--- src/verilog/pet_bus_defs.svh ---
`ifndef PET_BUS_DEFS_SVH
`define PET_BUS_DEFS_SVH

// CPU address width, 64 KB space
`define CPU_ADDR_WIDTH 16

// CPU data bus width
`define CPU_DATA_WIDTH 8

// SID, MAGIC, PIA1, PIA2, VIA, CRTC
`define NUM_IO_BANKS 6

// Low address bits that pick a register inside a bank
`define IO_REG_ADDR_BITS 4

// VRAM address bits 11 and 10 are cleared on a mirrored access
`define VRAM_MIRROR_BITS 2

`endif
--- src/verilog/pet_bus_pkg.sv ---
`include "pet_bus_defs.svh"

package pet_bus_pkg;

    // Peripheral bank index, also the bit order of io_en
    typedef enum logic [2:0] {
        IO_SID   = 3'd0,
        IO_MAGIC = 3'd1,
        IO_PIA1  = 3'd2,
        IO_PIA2  = 3'd3,
        IO_VIA   = 3'd4,
        IO_CRTC  = 3'd5
    } io_bank_e;

    // Bit positions of the flags in the raw select word
    localparam int unsigned SEL_MIRRORED_BIT = 0;
    localparam int unsigned SEL_READONLY_BIT = 1;
    localparam int unsigned SEL_RAM_EN_BIT   = 2;
    localparam int unsigned SEL_IO_LSB       = 3;     // io_en[0] sits here
    localparam int unsigned SEL_WIDTH        = `NUM_IO_BANKS + 3;

    typedef struct packed {
        logic [`NUM_IO_BANKS-1:0] io_en;           // One-hot bank enables
        logic                     ram_en;
        logic                     is_readonly;     // ROM area
        logic                     is_mirrored;     // VRAM area
    } select_flags_t;

    // Decoder writes raw, RAM port reads flags, mux indexes raw by bank
    typedef union packed {
        select_flags_t        flags;
        logic [SEL_WIDTH-1:0] raw;
    } select_u;

endpackage

--- src/verilog/cpu_bus_if.sv ---
`timescale 1ns/1ps
`include "pet_bus_defs.svh"

interface cpu_bus_if
    import pet_bus_pkg::*;
();
    logic                       fire;    // Request accepted on this edge
    logic                       we;
    logic [`CPU_ADDR_WIDTH-1:0] addr;    // Already folded for VRAM mirrors
    logic [`CPU_DATA_WIDTH-1:0] wdata;
    select_u                    sel;     // Decoded target

    modport source (
        output fire,
        output we,
        output addr,
        output wdata,
        output sel
    );

    modport target (
        input fire,
        input we,
        input addr,
        input wdata,
        input sel
    );

    // Response stage only needs the select and direction
    modport monitor (
        input fire,
        input we,
        input sel
    );
endinterface

--- src/verilog/address_decoding.sv ---
`timescale 1ns/1ps
`include "pet_bus_defs.svh"

module address_decoding
    import pet_bus_pkg::*;
(
    input  logic                       cpu_be_i,
    input  logic                       cpu_valid_i,
    input  logic                       ready_i,
    input  logic [`CPU_ADDR_WIDTH-1:0] addr_i,
    input  logic                       we_i,
    input  logic [`CPU_DATA_WIDTH-1:0] wdata_i,
    cpu_bus_if.source                  bus_o
);
    localparam int unsigned AW          = `CPU_ADDR_WIDTH;
    localparam int unsigned MIRROR_LSB  = 10;

    // Clears bits 11:10 so the 1 KB VRAM repeats four times
    localparam logic [AW-1:0] FOLD_MASK =
        ~(((AW'(1) << `VRAM_MIRROR_BITS) - AW'(1)) << MIRROR_LSB);

    localparam logic [SEL_WIDTH-1:0] RAM_EN_MASK   = SEL_WIDTH'(1) << SEL_RAM_EN_BIT;
    localparam logic [SEL_WIDTH-1:0] READONLY_MASK = SEL_WIDTH'(1) << SEL_READONLY_BIT;
    localparam logic [SEL_WIDTH-1:0] MIRRORED_MASK = SEL_WIDTH'(1) << SEL_MIRRORED_BIT;

    // Memory map table entries as raw select words
    localparam logic [SEL_WIDTH-1:0] NONE  = '0;
    localparam logic [SEL_WIDTH-1:0] RAM   = RAM_EN_MASK;
    localparam logic [SEL_WIDTH-1:0] VRAM  = RAM_EN_MASK | MIRRORED_MASK;
    localparam logic [SEL_WIDTH-1:0] ROM   = RAM_EN_MASK | READONLY_MASK;
    localparam logic [SEL_WIDTH-1:0] SID   =
        SEL_WIDTH'(1) << (SEL_IO_LSB + int'(IO_SID));
    localparam logic [SEL_WIDTH-1:0] MAGIC =
        SEL_WIDTH'(1) << (SEL_IO_LSB + int'(IO_MAGIC));
    localparam logic [SEL_WIDTH-1:0] PIA1  =
        SEL_WIDTH'(1) << (SEL_IO_LSB + int'(IO_PIA1));
    localparam logic [SEL_WIDTH-1:0] PIA2  =
        SEL_WIDTH'(1) << (SEL_IO_LSB + int'(IO_PIA2));
    localparam logic [SEL_WIDTH-1:0] VIA   =
        SEL_WIDTH'(1) << (SEL_IO_LSB + int'(IO_VIA));
    localparam logic [SEL_WIDTH-1:0] CRTC  =
        SEL_WIDTH'(1) << (SEL_IO_LSB + int'(IO_CRTC));

    select_u sel;

    always_comb begin
        if (!cpu_be_i) begin
            sel.raw = NONE;                                 // Bus not driven by CPU
        end else begin
            priority casez (addr_i)
                16'b0???_????_????_????: sel.raw = RAM;     // 0000-7FFF
                16'b1000_1111_????_????: sel.raw = SID;     // 8F00-8FFF, wins over VRAM
                16'b1000_????_????_????: sel.raw = VRAM;    // 8000-8FFF
                16'b1110_1000_0000_????: sel.raw = MAGIC;   // E800-E80F
                16'b1110_1000_0001_????: sel.raw = PIA1;    // E810-E81F
                16'b1110_1000_001?_????: sel.raw = PIA2;    // E820-E83F
                16'b1110_1000_01??_????: sel.raw = VIA;     // E840-E87F
                16'b1110_1000_1???_????: sel.raw = CRTC;    // E880-E8FF
                default:                 sel.raw = ROM;     // Everything else
            endcase
        end
    end

    assign bus_o.sel   = sel;
    assign bus_o.fire  = cpu_valid_i && ready_i;
    assign bus_o.we    = we_i;
    assign bus_o.wdata = wdata_i;
    assign bus_o.addr  = sel.flags.is_mirrored ? (addr_i & FOLD_MASK) : addr_i;

endmodule

--- src/flat_wrapper.sv ---
// flat-port wrapper written by rule: the top's interface ports become plain ports
module address_decoding_flat import pet_bus_pkg::*;
  (cpu_be_i, cpu_valid_i, ready_i, addr_i, we_i, wdata_i, bus_o_fire, bus_o_we, bus_o_addr, bus_o_wdata, bus_o_sel);
  cpu_bus_if bus_o_i ();
  input  logic cpu_be_i;
  input  logic cpu_valid_i;
  input  logic ready_i;
  input  logic [`CPU_ADDR_WIDTH-1:0] addr_i;
  input  logic we_i;
  input  logic [`CPU_DATA_WIDTH-1:0] wdata_i;
  output wire logic [$bits(bus_o_i.fire)-1:0] bus_o_fire;
  output wire logic [$bits(bus_o_i.we)-1:0] bus_o_we;
  output wire logic [$bits(bus_o_i.addr)-1:0] bus_o_addr;
  output wire logic [$bits(bus_o_i.wdata)-1:0] bus_o_wdata;
  output wire logic [$bits(bus_o_i.sel)-1:0] bus_o_sel;
  assign bus_o_fire = bus_o_i.fire;
  assign bus_o_we = bus_o_i.we;
  assign bus_o_addr = bus_o_i.addr;
  assign bus_o_wdata = bus_o_i.wdata;
  assign bus_o_sel = bus_o_i.sel;
  address_decoding u_core (.cpu_be_i(cpu_be_i), .cpu_valid_i(cpu_valid_i), .ready_i(ready_i), .addr_i(addr_i), .we_i(we_i), .wdata_i(wdata_i), .bus_o(bus_o_i));
endmodule
--- config.mk ---
export PLATFORM = sky130hd
export DESIGN_NAME = address_decoding_flat
export DESIGN_NICKNAME = d
export VERILOG_FILES = /design/src/verilog/pet_bus_pkg.sv /design/src/verilog/cpu_bus_if.sv /design/src/verilog/address_decoding.sv /design/src/flat_wrapper.sv
export VERILOG_INCLUDE_DIRS = /design/src /design/src/verilog
export SDC_FILE = /design/constraint.sdc
export NUM_CORES = 1
export LEC_CHECK = 0
export BUFFER_PORTS_ARGS = -buffer_cell sky130_fd_sc_hd__buf_2
export CORE_MARGIN = 4
export CORE_UTILIZATION = 26
export DETAILED_ROUTE_END_ITERATION = 12
export PLACE_DENSITY = 0.82
export SLEW_MARGIN = 15
export SYNTH_ARGS = -nofsm -noshare
export SYNTH_HDL_FRONTEND = slang
export SYNTH_SLANG_ARGS = --single-unit
--- constraint.sdc ---
create_clock -name vclk -period 0.8
set_input_delay 0 -clock vclk [all_inputs]
set_output_delay 0 -clock vclk [all_outputs]
set_load 0.05 [all_outputs]
## After elaboration in Yosys (flattened, before gate mapping)

Index checks and enable logic that the tools add are counted.

- Equal/unequal tests: 7
- Mux-type cells: 4
- Bitwise operators: 1
- Reduce and logical (&&, ||, !) cells: 1

Operator list:

| cell | number |
|---|---|
| one-hot mux 9 bit (6 select lines) | 1 |
| == test 12 bit (second input constant) | 2 |
| one-hot mux 9 bit (2 select lines) | 1 |
| two-way mux 12 bit | 1 |
| == test 11 bit (second input constant) | 1 |
| == test 10 bit (second input constant) | 1 |
| == test 9 bit (second input constant) | 1 |
| two-way mux 9 bit | 1 |
| == test 8 bit (second input constant) | 1 |
| == test 4 bit (second input constant) | 1 |
| logical AND 1 bit | 1 |
| inverter 1 bit | 1 |

- Register bits after elaboration: 0
- Bits of input ports: 28
- Output and inout bits: 35
- Logic and storage cells: 13

## Logic depth before layout (Yosys ltp)

- Depth after elaboration: 5
- Gate-level depth with buffers: 3
- Depth with buffers taken out: 3

## Least setup slack after synthesis

Ideal clock, no wire load.

- Path type: in2out
- Start point: in addr_i[10]
- End point: out bus_o_sel[4]
- Arrival: 1,998 ps
- Required time: 800 ps
- Setup slack: -1,198 ps
- Stages: 3
- Buffers on the path: 0
- Cells stage by stage: nor4b_2 nand4_2 nor4_1

- Word-level cells in the longest chain between the ends: 4
- Elaborated cells between the ends (all ways): 9
- Classes of those cells: eq/ne: 6; mux: 3

RTL lines:

| what | line | text |
|---|---|---|
| start, declared | flat_wrapper.sv:8 | `` input logic [`CPU_ADDR_WIDTH-1:0] addr_i; `` |
| == test 12 bit, or another cell as far along | address_decoding.sv:50 | `priority casez (addr_i)` |
| one-hot mux 9 bit (6 select lines) | address_decoding.sv:50 |  |
| one-hot mux 9 bit (2 select lines) * | address_decoding.sv:50 |  |
| two-way mux 9 bit * | address_decoding.sv:47 | `if (!cpu_be_i) begin` |
| end, declared | flat_wrapper.sv:15 | `output wire logic [$bits(bus_o_i.sel)-1:0] bus_o_sel;` |

Mark *: on every way between the ends. The rest lies on a longest branch, timed or not.

## Worst setup path in the final report

- Start point: in addr_i[9]
- End point: out bus_o_sel[4]

Same word-level chain as after synthesis.

==> results.sh <==
export IMPL_dp_hpwl_mm=1.02
export IMPL_cap_violations=0
export IMPL_grt_busiest_layer="met2"
export IMPL_p_sw_share_pct=62.4
export IMPL_power_leakage_nw=0.326
export IMPL_p_int_uw=155
export IMPL_p_per_area_nw_per_um2=593
export IMPL_ys_warn_count=0
export IMPL_synth_common_cells="buf_4 (23), nor4_1 (4), and2_1 (3), nand2_1 (3)"
export IMPL_worstPathArrival_ns=1.11
export IMPL_grt_max_degree=8
export IMPL_synthCells=49
export IMPL_die_h_um=45.0
export IMPL_design_area_um2=694
export IMPL_post_synth_instance_area_um2=357
export IMPL_slew_headroom_pct=79.8
export IMPL_synth_distinct_cells=17
export IMPL_hp_class="in -> out"
export IMPL_grt_pass1_wl_mm=1.87
export IMPL_met2_usage_pct=26.8
export IMPL_route_detailed_drc=0
export IMPL_path_class="in -> out"
export IMPL_seq_area_um2=0
export IMPL_routed_wl_mm=1.28
export IMPL_grt_pass1_vias=409
export IMPL_clock_power_share_pct=0
export IMPL_max_freq_mhz=900
export IMPL_holdWs_ns=0.0000220
export IMPL_dpl_instance_area_um2=537
export IMPL_grt_overflow_total=0
export IMPL_slew_viol_final=0
export IMPL_syn_num_nets=77
export IMPL_finalSetupTns_ns=-2.48
export IMPL_yosys_area_top_type_share_pct=48.4
export IMPL_postCtsHoldBufs=0
export IMPL_worstMarginPinSlew_ns=0.301
export IMPL_rsz0062_at_grt="true"
export IMPL_ant_nets=0
export IMPL_fin_util_pct=53.4
export IMPL_clockBufferCount=0
export IMPL_yosysMostFrequentCell="buf_4"
export IMPL_gp_congestion=0.665
export IMPL_final_period_utilization_pct=139
export IMPL_synth_seq_area_share_pct=0
export IMPL_synth_top_area_cell="buf_4"
export IMPL_die_w_um=45.0
export IMPL_initial_core_util_pct=27.4
export IMPL_vias=417
export IMPL_status="finished, violations left"
export IMPL_ir_drop_mv=0.286
export IMPL_violations="negative setup slack"
export IMPL_dieArea_um2=2030
export IMPL_rows=13
export IMPL_setup_violations=11
export IMPL_crit_path_start_kind="input pin"
export IMPL_comb_power_share_pct=100.0
export IMPL_period_minus_slack_ns=1.11
export IMPL_initialDrtViolationCount=8
export IMPL_wl_per_cell_um=14.4
export IMPL_drive_gt1_share_pct=86.5
export IMPL_io_buffer_count=37
export IMPL_area_growth_pct=94.7
export IMPL_core_area_um2=1300
export IMPL_ioPinCount=63
export IMPL_cp_max_fo=7
export IMPL_cp_data_required_time_ns=0.80
export IMPL_design_seq_count=0
export IMPL_layout_nets=104
export IMPL_antenna_found_initial=0
export IMPL_viasPerCell=4.69
export IMPL_grt_usage_pct=12.2
export IMPL_p_sw_uw=257
export IMPL_grt_util_met3_pct=1.59
export IMPL_fin_total_pwr_uw=411
export IMPL_dr_pass1_iters=4
export IMPL_finalWorstSetupSlack_ns=-0.311
export IMPL_met1_usage_pct=11.9
export IMPL_n_antenna_cell=0
export IMPL_p_seq_share_pct=0
export IMPL_avgSynthCellArea_um2=7.28
export IMPL_yosys_top_cells_area="buf_4 (48%), nor4_1 (7.0%), nor4b_4 (6.7%), and2_1 (5.3%), nor4b_2 (4.2%)"
export IMPL_hold_violations=0
export IMPL_endpoint_kind="output pin"
## layout make-up
class	count	area, µm²
inverters	2	7.51
repair buffers	48	384
multi-input cells	24	284
fillers	135	607
well taps	15	18.8
## cells in the final DEF (no fill, tap or decap)
cell and n:
buf_2 22, buf_6 15, buf_4 8, nor4_4 4, nand2_1 3, buf_8 3, nor4b_4 2, and2_4 2
inv_1 1, nor2b_1 1, nand4_4 1, nand4_1 1, nand3_2 1, inv_2 1, nand4b_1 1, nand2b_1 1
and3_4 1, nor3b_2 1, nor2_4 1, or3_4 1, and2_1 1, nand3_1 1, nor2_2 1
## worst paths after layout
check	from	end	depth (start not counted)
setup / recovery	addr_i[9]	bus_o_sel[4]	5
hold / removal	wdata_i[0]	bus_o_wdata[0]	0
## through the flow
step	setup slack [ns]	cells
after global routing	-0.348	89
after global placement	-0.465	86
after detailed placement	-0.545	86
after floorplan	-0.429	49
after CTS	-0.309	89
final	-0.311	89
## critical path, cell delays in order
cell,delay (ns)
buf_8,0.10
nor4b_4,0.31
nand4_4,0.26
nor4_4,0.24
buf_6,0.20
## layer usage
metal | vias up | part of all wire (%) | wire length, µm
li1 | 198 | - | -
met1 | 189 | 28 | 355
met2 | 28 | 60 | 764
met3 | 2 | 12 | 154
met4 | 0 | 0.39 | 5
met5 | - | 0 | 0
## logic make-up (layout without fill, tap and decap cells)
logic type             after synthesis  after routing  synth area share [%]
and+or+nand+nor                     24             24                  49.5
buffers and inverters               25             50                  50.5
## power by group through the flow
stage	logic [mW]	clock network (mW)	registers, mW
final	0.411	0	0
after global routing	0.429	0	0
after CTS	0.400	0	0
after detailed placement	0.348	0	0
after global placement	0.342	0	0
after floorplan	0.413	0	0
## repair_timing
item / 4_1_cts / 5_1_grt
buffers inserted: 3 / 0
resized for setup: 33 / 7
endpoints found under the setup margin: 11 / 11
pin swaps: 10 / 3
gates cloned: 0 / 0
(Power assumes the default switching activity.)
