<file path="config.mk">
export PLATFORM = sky130hd
export DESIGN_NAME = io_register_bank_flat
export DESIGN_NICKNAME = d
export VERILOG_FILES = /design/src/verilog/pet_bus_pkg.sv /design/src/verilog/cpu_bus_if.sv /design/src/verilog/io_register_bank.sv /design/src/flat_wrapper.sv
export VERILOG_INCLUDE_DIRS = /design/src /design/src/verilog
export SDC_FILE = /design/constraint.sdc
export NUM_CORES = 1
export LEC_CHECK = 0
export ABC_CLOCK_PERIOD_IN_PS = 1500
export BUFFER_PORTS_ARGS = -buffer_cell sky130_fd_sc_hd__buf_4
export CAP_MARGIN = 30
export CORE_ASPECT_RATIO = 0.5
export CORE_UTILIZATION = 30
export CTS_BUF_LIST = sky130_fd_sc_hd__clkbuf_4 sky130_fd_sc_hd__clkbuf_8
export CTS_CLUSTER_SIZE = 16
export DETAILED_ROUTE_END_ITERATION = 10
export GPL_TIMING_DRIVEN = 0
export PLACE_DENSITY = 0.46
export SLEW_MARGIN = 20
export SYNTH_ARGS = -nofsm -noshare
export SYNTH_HDL_FRONTEND = slang
export SYNTH_SLANG_ARGS = --single-unit
</file>
<file path="constraint.sdc">
create_clock -name clk_i -period 1.5 [get_ports clk_i]
set_input_delay 0.225 -clock clk_i [delete_from_list [all_inputs] [get_ports clk_i]]
set_output_delay 0.225 -clock clk_i [all_outputs]
set_load 0.03 [all_outputs]
</file>
<file path="src/verilog/pet_bus_defs.svh">
`ifndef PET_BUS_DEFS_SVH
`define PET_BUS_DEFS_SVH

// CPU address width, 64 KB space
`define CPU_ADDR_WIDTH 16

// CPU data bus width
`define CPU_DATA_WIDTH 8

// SID, MAGIC, PIA1, PIA2, VIA, CRTC
`define NUM_IO_BANKS 6

// Low address bits that pick a register inside a bank
`define IO_REG_ADDR_BITS 4

// VRAM address bits 11 and 10 are cleared on a mirrored access
`define VRAM_MIRROR_BITS 2

`endif
</file>
<file path="src/verilog/pet_bus_pkg.sv">
`include "pet_bus_defs.svh"

package pet_bus_pkg;

    // Peripheral bank index, also the bit order of io_en
    typedef enum logic [2:0] {
        IO_SID   = 3'd0,
        IO_MAGIC = 3'd1,
        IO_PIA1  = 3'd2,
        IO_PIA2  = 3'd3,
        IO_VIA   = 3'd4,
        IO_CRTC  = 3'd5
    } io_bank_e;

    // Bit positions of the flags in the raw select word
    localparam int unsigned SEL_MIRRORED_BIT = 0;
    localparam int unsigned SEL_READONLY_BIT = 1;
    localparam int unsigned SEL_RAM_EN_BIT   = 2;
    localparam int unsigned SEL_IO_LSB       = 3;     // io_en[0] sits here
    localparam int unsigned SEL_WIDTH        = `NUM_IO_BANKS + 3;

    typedef struct packed {
        logic [`NUM_IO_BANKS-1:0] io_en;           // One-hot bank enables
        logic                     ram_en;
        logic                     is_readonly;     // ROM area
        logic                     is_mirrored;     // VRAM area
    } select_flags_t;

    // Decoder writes raw, RAM port reads flags, mux indexes raw by bank
    typedef union packed {
        select_flags_t        flags;
        logic [SEL_WIDTH-1:0] raw;
    } select_u;

endpackage

</file>
<file path="src/verilog/cpu_bus_if.sv">
`timescale 1ns/1ps
`include "pet_bus_defs.svh"

interface cpu_bus_if
    import pet_bus_pkg::*;
();
    logic                       fire;    // Request accepted on this edge
    logic                       we;
    logic [`CPU_ADDR_WIDTH-1:0] addr;    // Already folded for VRAM mirrors
    logic [`CPU_DATA_WIDTH-1:0] wdata;
    select_u                    sel;     // Decoded target

    modport source (
        output fire,
        output we,
        output addr,
        output wdata,
        output sel
    );

    modport target (
        input fire,
        input we,
        input addr,
        input wdata,
        input sel
    );

    // Response stage only needs the select and direction
    modport monitor (
        input fire,
        input we,
        input sel
    );
endinterface

</file>
<file path="src/verilog/io_register_bank.sv">
`timescale 1ns/1ps
`include "pet_bus_defs.svh"

module io_register_bank
    import pet_bus_pkg::*;
#(
    parameter io_bank_e BANK = IO_SID
) (
    input  logic                       clk_i,
    input  logic                       arst_n_i,
    cpu_bus_if.target                  bus_i,
    output logic [`CPU_DATA_WIDTH-1:0] rdata_o
);
    localparam int unsigned NUM_REGS = 2 ** `IO_REG_ADDR_BITS;

    logic [`CPU_DATA_WIDTH-1:0]  regs_q [NUM_REGS];
    logic [`CPU_DATA_WIDTH-1:0]  rdata_q;
    logic [`IO_REG_ADDR_BITS-1:0] reg_idx;
    logic                         bank_hit;

    // Whole window aliases onto the low address bits
    assign reg_idx  = bus_i.addr[`IO_REG_ADDR_BITS-1:0];
    assign bank_hit = bus_i.fire && bus_i.sel.flags.io_en[BANK];

    always_ff @(posedge clk_i or negedge arst_n_i) begin
        if (!arst_n_i) begin
            for (int i = 0; i < NUM_REGS; i++) begin
                regs_q[i] <= '0;
            end
        end else if (bank_hit && bus_i.we) begin
            regs_q[reg_idx] <= bus_i.wdata;
        end
    end

    // Held while the response stage is stalled
    always_ff @(posedge clk_i) begin
        if (bank_hit) begin
            rdata_q <= regs_q[reg_idx];                 // Old value on a write
        end
    end

    assign rdata_o = rdata_q;

endmodule

</file>
<file path="src/flat_wrapper.sv">
// flat-port wrapper written by rule: the top's interface ports become plain ports
module io_register_bank_flat import pet_bus_pkg::*;
#(
    parameter io_bank_e BANK = IO_SID
)
  (clk_i, arst_n_i, rdata_o, bus_i_fire, bus_i_we, bus_i_addr, bus_i_wdata, bus_i_sel);
  cpu_bus_if bus_i_i ();
  input  logic clk_i;
  input  logic arst_n_i;
  output logic [`CPU_DATA_WIDTH-1:0] rdata_o;
  input wire logic [$bits(bus_i_i.fire)-1:0] bus_i_fire;
  input wire logic [$bits(bus_i_i.we)-1:0] bus_i_we;
  input wire logic [$bits(bus_i_i.addr)-1:0] bus_i_addr;
  input wire logic [$bits(bus_i_i.wdata)-1:0] bus_i_wdata;
  input wire logic [$bits(bus_i_i.sel)-1:0] bus_i_sel;
  assign bus_i_i.fire = bus_i_fire;
  assign bus_i_i.we = bus_i_we;
  assign bus_i_i.addr = bus_i_addr;
  assign bus_i_i.wdata = bus_i_wdata;
  assign bus_i_i.sel = bus_i_sel;
  io_register_bank #(.BANK(BANK)) u_core (.clk_i(clk_i), .arst_n_i(arst_n_i), .bus_i(bus_i_i), .rdata_o(rdata_o));
endmodule
</file>
Word-level counts from Yosys, hierarchy flattened. Cells that the tools add are included.

Add/sub/neg operators: 0. Multiply operators: 0. Divide/modulo/power cells: 0. $lt $le $gt $ge: 2. Equality and inequality tests: 0. Shift operators: 0. Multiplexer cells: 6. Bitwise gates (word level): 1. Reductions and logical operators: 3.

Operators by type and width (count): 128-bit bitwise mux (1); 8-bit binary-select mux with 4-bit select (1); 8-bit demux with 4-bit select (1); 8-bit two-way mux (3); 5-bit greater-or-equal comparator, second input constant (1); 5-bit by 1-bit less-than comparator with 1-bit output, second input constant (1); 4-bit inverter with 5-bit output (1); 1-bit logical AND (3).

Register bits after elaboration: 136. Bits in latches: 0. Memory bits (writable): 0. ROM bits: 0. Bits of input ports: 37. Output and inout bits: 8. Logic and storage cells: 29. Memories: 0.

Logic depth before layout (Yosys ltp). Gate-level depths: netlist of run 1.

Word-level depth: 6. Depth in mapped cells: 5. Gate-level depth less buffers: 3.

Worst setup path after synthesis of run 1. Ideal clock, no wire load.

Kind: input to register. Start point: input port bus_i_addr[0]. End point: register u_core.rdata_q[6] (netlist: u_core.rdata_o[6]), data pin. Setup time: 0.259 ns. Data arrival time: 1.328 ns. Data required time: 1.241 ns. Slack: -0.087 ns. Stages: 5. Buffers on the path: 2. Cell sequence: buf_6 > buf_4 > mux4_2 > a22oi_1 > nand2_1.

Cells in the longest elaborated chain, start to end: 4.

RTL lines: start: declaration (line flat_wrapper.sv:13) `input wire logic [$bits(bus_i_i.addr)-1:0] bus_i_addr;`; 4-bit inverter with 5-bit output (implied by the code) (line io_register_bank.sv:38) `rdata_q <= regs_q[reg_idx];`; 8-bit binary-select mux with 4-bit select (line io_register_bank.sv:38); 8-bit two-way mux (implied by the code) (2 in series) (line io_register_bank.sv:38); end signal: assignment (line io_register_bank.sv:38); end: declaration (line io_register_bank.sv:17) `` logic [`CPU_DATA_WIDTH-1:0] rdata_q; ``.

Every way passes these cells. The select of a mux whose other input is x is not followed. A chain may end at the register's enable or synchronous reset.

Worst setup path in the final report of run 1.
Start point: input port bus_i_fire. End point: register u_core.regs_q[107] (netlist name).

Cells in the longest elaborated chain, start to end: 2.

RTL lines: start: declaration (line flat_wrapper.sv:11) `input wire logic [$bits(bus_i_i.fire)-1:0] bus_i_fire;`; 1-bit logical AND (line io_register_bank.sv:23) `assign bank_hit = bus_i.fire && bus_i.sel.flags.io_en[BANK];`; 1-bit logical AND (line io_register_bank.sv:30) `end else if (bank_hit && bus_i.we) begin`; end signal: indexed assignment (line io_register_bank.sv:31) `regs_q[reg_idx] <= bus_i.wdata;`; end: declaration (line io_register_bank.sv:16) `` logic [`CPU_DATA_WIDTH-1:0] regs_q [NUM_REGS]; ``.

Every way passes these cells.

==> results_dict.tcl, run 1 <==
set metrics [dict create \
    outcome "complete, no violations" \
    drc_errors 0 \
    maxCapViolCount 0 \
    rr_startpoint "u_core.regs_q[97]" \
    max_clock_freq_mhz 694 \
    core_um2 19900 \
    ff2ff_path_depth 3 \
    synth_xor_area_frac 0 \
    r2r_slack_ns 0.07 \
    worstSetupPathType "primary input to flip-flop" \
    multi_input_area_um2 2670 \
    synth_top_area_cell "dfrtp_1" \
    max_stage_delay_ns 0.79 \
    start_util 0.313 \
    synth_fa_ha_area_frac 0 \
    grt_use_total 0.165 \
    fin_nets 452 \
    antenna_cells 0 \
    num_vias 3510 \
    yosys_warnings 0 \
    rows 36 \
    tightest_slew_ns 0.991 \
    root_buffer "clkbuf_8" \
    drt_wl_total_um 16200 \
    dieArea_um2 21400 \
    wl_per_cell_um 23.3 \
    rsz0062_at_grt "false" \
    clock_latency_ns 0.44 \
    place_congestion 0.698 \
    dp_cells 659 \
    cts_tree "yes" \
    regArea_um2 3440 \
    critPathCaptureType "flip-flop" \
    dp_hpwl_um 9950 \
    synth_top_family_by_area "multiplexers" \
    layout_commonest_cell "dfrtp_1" \
    synthMuxAreaShare 0.347 \
    vias_per_cell 5.06 \
    required_ns 1.82 \
    worstHoldStart "bus_i_wdata[5]" \
    final_area_um2 7280 \
    cpMaxStageDelayCell "nor4_4" \
    hold_path_class "primary input to flip-flop" \
    synth_top_area_share 0.514 \
    grt_max_degree 88 \
    grt_first_pass_wirelength_um 24900 \
    synth.area.top_cells "dfrtp_1 (51%), mux2_2 (22%), mux4_2 (12%), edfxtp_1 (3.9%), a22oi_1 (1.9%)" \
    worst_slack_ns 0.0601 \
    worstSetupStartpointType "primary input" \
    synth_nets 409 \
    first_pass_iters 4 \
    hold_end "u_core.regs_q[93]" \
    ctsHtreeMaxLevel 4 \
    syn_inst 372 \
    clkTransAtPathRegs_ns 0.09 \
    min_period_ns 1.44 \
    ys_seq_area_frac 0.552 \
    clock_skew_ns 0.0139 \
    r2r-end "u_core.rdata_o[1]" \
    hold_slack_ns 0.0747 \
    antenna_found_initial 0 \
    drtAntennaViolNets 0 \
    clk_path_buf_depth 2 \
    cts.sinks 136 \
    die_h_um 104 \
    period_share 0.960 \
    p_leak_nw 3.26 \
    crit_chain "buf_4 > nand4_4 > nor4_4 > mux2_2" \
    crit_arrival_ns 1.76 \
    max-slew-margin-rel 0.334 \
    layout.cells.non_filler 694 \
    synth_simple_gate_area_share 0.0598 \
    synth_seq_cells 136 \
    finalMaxSlewViolations 0 \
    port_buffers 20 \
    synth-compound-area-share 0.0193 \
    setup_viol 0 \
    holdPathStages 2 \
    die_x_um 206 \
    fill_cells 1905 \
    netlist_area_um2 6230 \
    power.density_nw_per_um2 1260 \
    critPathMaxFanout 8 \
    critical_path_buf_inv_count 1 \
    io_pins 45 \
    placed_area_um2 6770 \
    ir_drop_mv 0.470 \
    drive_above_1_share 0.582 \
    syn_to_final_growth_pct 16.8 \
    numCtsBuffers 17 \
    hold_violations 0 \
    grt_overflow 0 \
    grt_pass1_vias 3764 \
    avgSynthCellArea_um2 16.8 \
    cpLargestDelayFamily "simple AND/OR/NAND/NOR gates" \
    drtIter0Drc 178 \
    ys_types 24 \
    place_ws_ns -0.642 \
    final_cell_mix "dfrtp_1 (128), mux2_2 (122), mux4_2 (32), buf_4 (23), clkbuf_8 (18)" \
]
## state kept, by name, summed over array words and instances, names as in the netlist
signal	count
u_core.rdata_o	8
u_core.regs_q	128
## power by group
| group | internal (mW) | leakage [nW] | switching [mW] |
|---|---|---|---|
| logic | 0.663 | 1.26 | 0.506 |
| registers | 4.18 | 1.78 | 0.213 |
| clock network | 2.04 | 0.226 | 1.56 |
## per-stage QoR
| stage | utilization | TNS [ns] | power (mW) |
|---|---|---|---|
| after global placement | 0.338 | -94.74 | 5.61 |
| final | 0.366 | 0 | 9.16 |
| after floorplan | - | 0 | 5.25 |
| after detailed placement | 0.340 | -43.70 | 5.64 |
| after CTS | 0.365 | 0 | 9.28 |
| after global routing | 0.366 | 0 | 9.59 |
## Yosys cell counts
master,number
and2_2,1
nand2_1,9
mux2_1,6
and2_1,1
mux2_2,122
nor2_2,1
clkbuf_1,11
dfrtp_1,128
nor4_4,2
nor2b_1,2
edfxtp_1,8
a22oi_1,16
buf_6,4
and4b_2,1
nor3_4,6
nand3_2,7
nand3_4,1
and4_2,1
buf_4,2
buf_2,7
nand4b_4,1
mux4_2,32
nand2b_1,2
nand4_4,1
## timing repair
item	CTS	global route
pin swaps	1	0
setup endpoints to repair	32	2
hold buffers	1	0
gates resized for setup	3	2
setup buffers	2	0
endpoints found under the hold margin	41	0
## per-layer routing
metal / track usage / vias to the layer above / wire (um)
met5: 0 / - / 0
met4: 0.0378 / 0 / 112
met3: 0.0323 / 10 / 729
met2: 0.251 / 50 / 7590
met1: 0.241 / 1929 / 7740
li1: - / 1521 / -
## worst max path at each step
stage	start	to	slack, ns	depth (start not counted)
3_3_place_gp	bus_i_addr[1]	u_core.rdata_o[2]	-0.65	5
4_1_cts	u_core.regs_q[98]	u_core.rdata_o[2]	0.006	3
2_1_floorplan	bus_i_addr[1]	u_core.rdata_o[4]	0.001	5
6_report	bus_i_fire	u_core.regs_q[107]	0.06	4
3_5_place_dp	bus_i_addr[1]	u_core.rdata_o[2]	-0.64	5
5_1_grt	u_core.regs_q[67]	u_core.rdata_o[3]	0.02	3
## final cells by class
type / instances / area share
Buffer: 24 / 0.0213
Clock buffer: 18 / 0.0340
Clock inverter: 14 / 0.0304
Multi-Input combinational cell: 212 / 0.367
Sequential cell: 136 / 0.473
Tap cell: 266 / 0.0457
Timing Repair Buffer: 24 / 0.0289
## cells by family after synthesis
family | Yosys count
and+or+nand+nor | 36
AOI/OAI and AO/OA | 16
buffers and inverters | 24
DFF | 136
muxes | 160
Power figures use the tool's default switching activity.
==> inputs of run 2 (changes only) <==
--- a/config.mk
+++ b/config.mk
@@ -15,7 +15,7 @@
 export CTS_CLUSTER_SIZE = 16
 export DETAILED_ROUTE_END_ITERATION = 10
 export GPL_TIMING_DRIVEN = 0
-export PLACE_DENSITY = 0.46
+export PLACE_DENSITY = 0.55
 export SLEW_MARGIN = 20
 export SYNTH_ARGS = -nofsm -noshare
 export SYNTH_HDL_FRONTEND = slang
==> results_dict.tcl, run 2 (synthesized netlist as in run 1, its figures left out) <==
set metrics [dict create \
    final_util 0.363 \
    maxCapViolCount 0 \
    startpoint "u_core.regs_q[97]" \
    port_buffers 20 \
    largest_reg_flops 128 \
    clk_path_buf_depth 2 \
    die_x_um 206 \
    worstSetupStartpointType "flip-flop" \
    vias_per_cell 4.93 \
    io_pins 45 \
    period_share 0.980 \
    layout.cells.non_filler 692 \
    worstSetupPathType "flip-flop to flip-flop" \
    drtAntennaViolNets 0 \
    place_congestion 0.710 \
    clock_skew_ns 0.0127 \
    power_frac_clock 0.370 \
    crit_arrival_ns 1.64 \
    grt-busiest-layer "met2" \
    dieArea_um2 21400 \
    finalMaxSlewViolations 0 \
    r2r_slack_ns 0.03 \
    syn_to_final_growth_pct 16.0 \
    p_sw_mw 2.23 \
    fin_nets 450 \
    first_pass_iters 4 \
    dp_hpwl_um 9420 \
    p_int_mw 6.60 \
    min_period_ns 1.47 \
    dp_cells 659 \
    grt_first_pass_wirelength_um 22300 \
    power_mw 8.83 \
    clock_latency_ns 0.43 \
    drc_errors 0 \
    grt_max_degree 69 \
    core_um2 19900 \
    p_comb_frac 0.132 \
    outcome "complete, no violations" \
    antenna_found_initial 0 \
    num_vias 3412 \
    r2r-end "u_core.rdata_o[1]" \
    max_clock_freq_mhz 680 \
    clkTransAtPathRegs_ns 0.08 \
    ctsHtreeMaxLevel 4 \
    switching_share 0.253 \
    die_h_um 104 \
    met1_usage 0.198 \
    postCtsSetupBuffers 0 \
    cts.sinks 136 \
    wl_per_cell_um 20.6 \
    critPathCaptureType "flip-flop" \
    grt.met2_usage 0.224 \
    antenna_cells 0 \
    root_buffer "clkbuf_8" \
    rsz0062_at_grt "false" \
    required_ns 1.68 \
    numCtsBuffers 17 \
    cts_tree "yes" \
    final_cell_mix "dfrtp_1 (128), mux2_2 (122), mux4_2 (32), buf_4 (21), clkbuf_8 (19)" \
    final_area_um2 7230 \
    hold_path_class "primary input to flip-flop" \
    grt_overflow 0 \
    drt_wl_total_um 14300 \
    tightest_slew_ns 0.915 \
    start_util 0.313 \
    layout_commonest_cell "dfrtp_1" \
    p_leak_nw 3.24 \
    max-slew-margin-rel 0.385 \
    rows 36 \
    drive_above_1_share 0.585 \
    critPathMaxFanout 2 \
    endpoint "u_core.rdata_o[1]" \
    grt_use_total 0.144 \
    grt_util_met3 0.0313 \
    grt_pass1_vias 3662 \
    seq_power_share 0.498 \
    placed_area_um2 6770 \
    rr_startpoint "u_core.regs_q[97]" \
    tns_ns 0 \
    drtIter0Drc 178 \
    power.density_nw_per_um2 1220 \
    regMostFlops "u_core.regs_q" \
    ir_drop_mv 0.453 \
    ff2ff_path_depth 3 \
    hold_violations 0 \
    setup_viol 0 \
]
-- run 2: changes by cell type in the layout (fill, tap and decap cells not counted) --
cell and delta:
inv_6 +2, a22oi_1 -2, clkinvlp_4 -1, nor2_4 -1
bufinv_16 -2, clkinv_4 -1, buf_4 -2, clkinv_2 +1
nor2_2 +1, clkbuf_8 +1, a22oi_2 +2
-- run 2: what timing repair did --
item                                    4_1_cts  5_1_grt
gates resized for setup                       3        3
pin swaps                                     0        0
hold buffers                                  1        0
endpoints found under the hold margin        60        0
gates cloned                                  0        0
endpoints found under the setup margin        7        3
-- run 2: worst min path at each step --
stage | start | endpoint | slack [ns] | depth (start not counted)
final | bus_i_wdata[6] | u_core.regs_q[126] | 0.09 | 2
after global routing | bus_i_wdata[6] | u_core.regs_q[46] | 0.07 | 2
after CTS | bus_i_wdata[6] | u_core.regs_q[126] | 0.07 | 2
after detailed placement | arst_n_i | u_core.regs_q[39] | 0.20 | 1
after global placement | u_core.regs_q[86] | u_core.regs_q[86] | 0.47 | 1
after floorplan | arst_n_i | u_core.regs_q[0] | -0.07 | 0
-- run 2: routing by layer --
layer	vias up	wire length (um)
li1	1503	-
met1	1843	6790
met2	46	6770
met3	20	477
met4	0	216
met5	-	0
-- run 2: layout make-up --
| cell class | count | area, um^2 |
|---|---|---|
| fill | 1918 | 12700 |
| sequential | 136 | 3440 |
| multi-input combinational | 212 | 2680 |
| tap | 266 | 333 |
| clock buffer | 19 | 262 |
| timing repair buffer | 22 | 195 |
| clock inverter | 13 | 168 |
| buffer | 24 | 155 |
-- run 2: critical path: stages, from the launching register on --
cell and delay, ns:
dfrtp_1 0.39, mux4_2 0.49, a22oi_2 0.24, nand2_1 0.10
-- run 2: power groups by stage --
stage                     combinational [mW]  clock, mW  sequential [mW]
final                                   1.17       3.27             4.39
after global routing                    1.27       3.51             4.46
after CTS                               1.18       3.36             4.39
after detailed placement                1.18          0             4.46
after global placement                  1.14          0             4.45
after floorplan                        0.826          0             4.42
-- run 2: per-stage QoR --
| step | setup slack, ns | hold slack (ns) |
|---|---|---|
| final | 0.0304 | 0.0923 |
| after global routing | 0.00349 | 0.0736 |
| after CTS | 0.00612 | 0.0676 |
| after detailed placement | -0.551 | 0.201 |
| after global placement | -0.566 | 0.472 |
| after floorplan | 0.00135 | -0.0706 |
==> inputs of run 3 (changes only) <==
--- a/config.mk
+++ b/config.mk
@@ -6,16 +6,17 @@
 export SDC_FILE = /design/constraint.sdc
 export NUM_CORES = 1
 export LEC_CHECK = 0
-export ABC_CLOCK_PERIOD_IN_PS = 1500
-export BUFFER_PORTS_ARGS = -buffer_cell sky130_fd_sc_hd__buf_4
+export ABC_CLOCK_PERIOD_IN_PS = 1560
 export CAP_MARGIN = 30
 export CORE_ASPECT_RATIO = 0.5
 export CORE_UTILIZATION = 30
 export CTS_BUF_LIST = sky130_fd_sc_hd__clkbuf_4 sky130_fd_sc_hd__clkbuf_8
 export CTS_CLUSTER_SIZE = 16
 export DETAILED_ROUTE_END_ITERATION = 10
+export DONT_BUFFER_PORTS = 1
 export GPL_TIMING_DRIVEN = 0
-export PLACE_DENSITY = 0.55
+export MAX_ROUTING_LAYER = met4
+export PLACE_DENSITY = 0.54
 export SLEW_MARGIN = 20
 export SYNTH_ARGS = -nofsm -noshare
 export SYNTH_HDL_FRONTEND = slang
==> constraint.sdc (replaced) <==
create_clock -name clk_i -period 1.56 [get_ports clk_i]
set_input_delay 0.234 -clock clk_i [delete_from_list [all_inputs] [get_ports clk_i]]
set_output_delay 0.234 -clock clk_i [all_outputs]
set_load 0.03 [all_outputs]
==> results_dict.tcl, run 3 (synthesized netlist as in run 1, its figures left out) <==
set metrics [dict create \
    first_pass_iters 6 \
    numCtsBuffers 17 \
    required_ns 1.73 \
    min_period_ns 1.51 \
    drtAntennaViolNets 0 \
    postCtsSetupBuffers 0 \
    drtIter0Drc 165 \
    max-slew-margin-rel 0.446 \
    io_pins 45 \
    num_vias 3368 \
    worstSetupStartpointType "flip-flop" \
    worst_slack_ns 0.0540 \
    multi_input_area_um2 2660 \
    hold_slack_ns -0.516 \
    drt_wl_total_um 14300 \
    layout_commonest_cell "dfrtp_1" \
    vias_per_cell 4.97 \
    finalMaxSlewViolations 0 \
    core_um2 19900 \
    dp_cells 638 \
    drive_above_1_share 0.546 \
    regMostFlops "u_core.regs_q" \
    die_h_um 104 \
    tightest_slew_ns 0.825 \
    drc_errors 0 \
    worstSetupPathType "flip-flop to flip-flop" \
    cpLargestDelayFamily "multiplexers" \
    r2r-end "u_core.rdata_o[2]" \
    regArea_um2 3440 \
    outcome "finished with violations" \
    rows 36 \
    ctsHtreeMaxLevel 4 \
    antenna_cells 0 \
    dieArea_um2 21400 \
    final_cell_mix "dfrtp_1 (128), mux2_2 (122), mux4_2 (32), clkbuf_8 (17), a22oi_1 (15)" \
    max_clock_freq_mhz 664 \
    crit_arrival_ns 1.68 \
    grt_pass1_vias 3688 \
    period_share 0.965 \
    maxCapViolCount 0 \
    clock_latency_ns 0.44 \
    power.density_nw_per_um2 1220 \
    critical_path_buf_inv_count 0 \
    antenna_found_initial 0 \
    wl_per_cell_um 21.1 \
    largest_reg_flops 128 \
    postCtsHoldBufs 8 \
    final_area_um2 7140 \
    rr_startpoint "u_core.regs_q[98]" \
    ff2ff_path_depth 3 \
    p_leak_nw 3.17 \
    r2r_slack_ns 0.05 \
    grt_max_degree 129 \
    hold_path_class "primary input to asynchronous set/reset pin" \
    clock_skew_ns 0.0109 \
    die_x_um 206 \
    grt_use_total 0.149 \
    start_util 0.313 \
    max_stage_delay_ns 0.48 \
    setup_viol 0 \
    cts_tree "yes" \
    layout.cells.non_filler 678 \
    hold_violations 128 \
    placed_area_um2 6570 \
    ir_drop_mv 0.519 \
    syn_to_final_growth_pct 14.6 \
    crit_chain "mux4_2 > a22oi_1 > nand2_1" \
    fill_cells 1946 \
    power_mw 8.75 \
    port_buffers 0 \
    dp_hpwl_um 9240 \
    grt_first_pass_wirelength_um 22500 \
    place_ws_ns -0.566 \
    fin_nets 436 \
    critPathMaxFanout 2 \
    place_congestion 0.720 \
    clk_path_buf_depth 2 \
    cpMaxStageDelayCell "mux4_2" \
    clkTransAtPathRegs_ns 0.09 \
    rsz0062_at_grt "false" \
    critPathCaptureType "flip-flop" \
    root_buffer "clkbuf_8" \
    violations "negative hold slack" \
    cts.sinks 136 \
    grt_overflow 0 \
]
run 3: worst max-delay path by stage:
stage / startpoint / end / depth (start not counted)
finish: u_core.regs_q[98] / u_core.rdata_o[2] / 3
detailed placement: bus_i_addr[1] / u_core.rdata_o[5] / 5
floorplan: bus_i_addr[0] / u_core.rdata_o[6] / 5
global route: u_core.regs_q[78] / u_core.rdata_o[6] / 3
global placement: bus_i_addr[1] / u_core.rdata_o[1] / 5
CTS: u_core.regs_q[69] / u_core.rdata_o[5] / 3
run 3: layout make-up:
| cell class | count | share of cell area |
|---|---|---|
| multi-input combinational | 212 | 0.372 |
| timing repair buffer | 8 | 0.0112 |
| clock inverter | 14 | 0.0340 |
| buffer | 24 | 0.0201 |
| clock buffer | 18 | 0.0338 |
| sequential | 136 | 0.482 |
| tap | 266 | 0.0466 |
run 3: where the power goes:
group	switching, mW	internal (mW)
clock	1.43	2.10
combinational	0.368	0.599
sequential	0.237	4.02
run 3: timing repair:
item / in CTS / in global routing
gates resized for setup: 3 / 1
setup endpoints to repair: 6 / 1
endpoints found under the hold margin: 176 / 128
run 3: per-layer routing:
layer  vias up  global-route usage  wire (um)
met5         -                   -          0
li1       1478                   -          -
met3        14              0.0291        412
met4         0              0.0504        187
met2        45               0.232       6980
met1      1831               0.196       6750
run 3: worst reg2reg max path: stages (launching register included):
cell and delay, ns:
dfrtp_1 0.38, mux4_2 0.48, a22oi_1 0.28, nand2_1 0.12
run 3: metrics by stage:
step / util / setup TNS, ns
2_1_floorplan: - / 0
3_3_place_gp: 0.330 / -17.43
3_5_place_dp: 0.330 / -17.98
4_1_cts: 0.359 / 0
5_1_grt: 0.359 / 0
6_report: 0.359 / 0
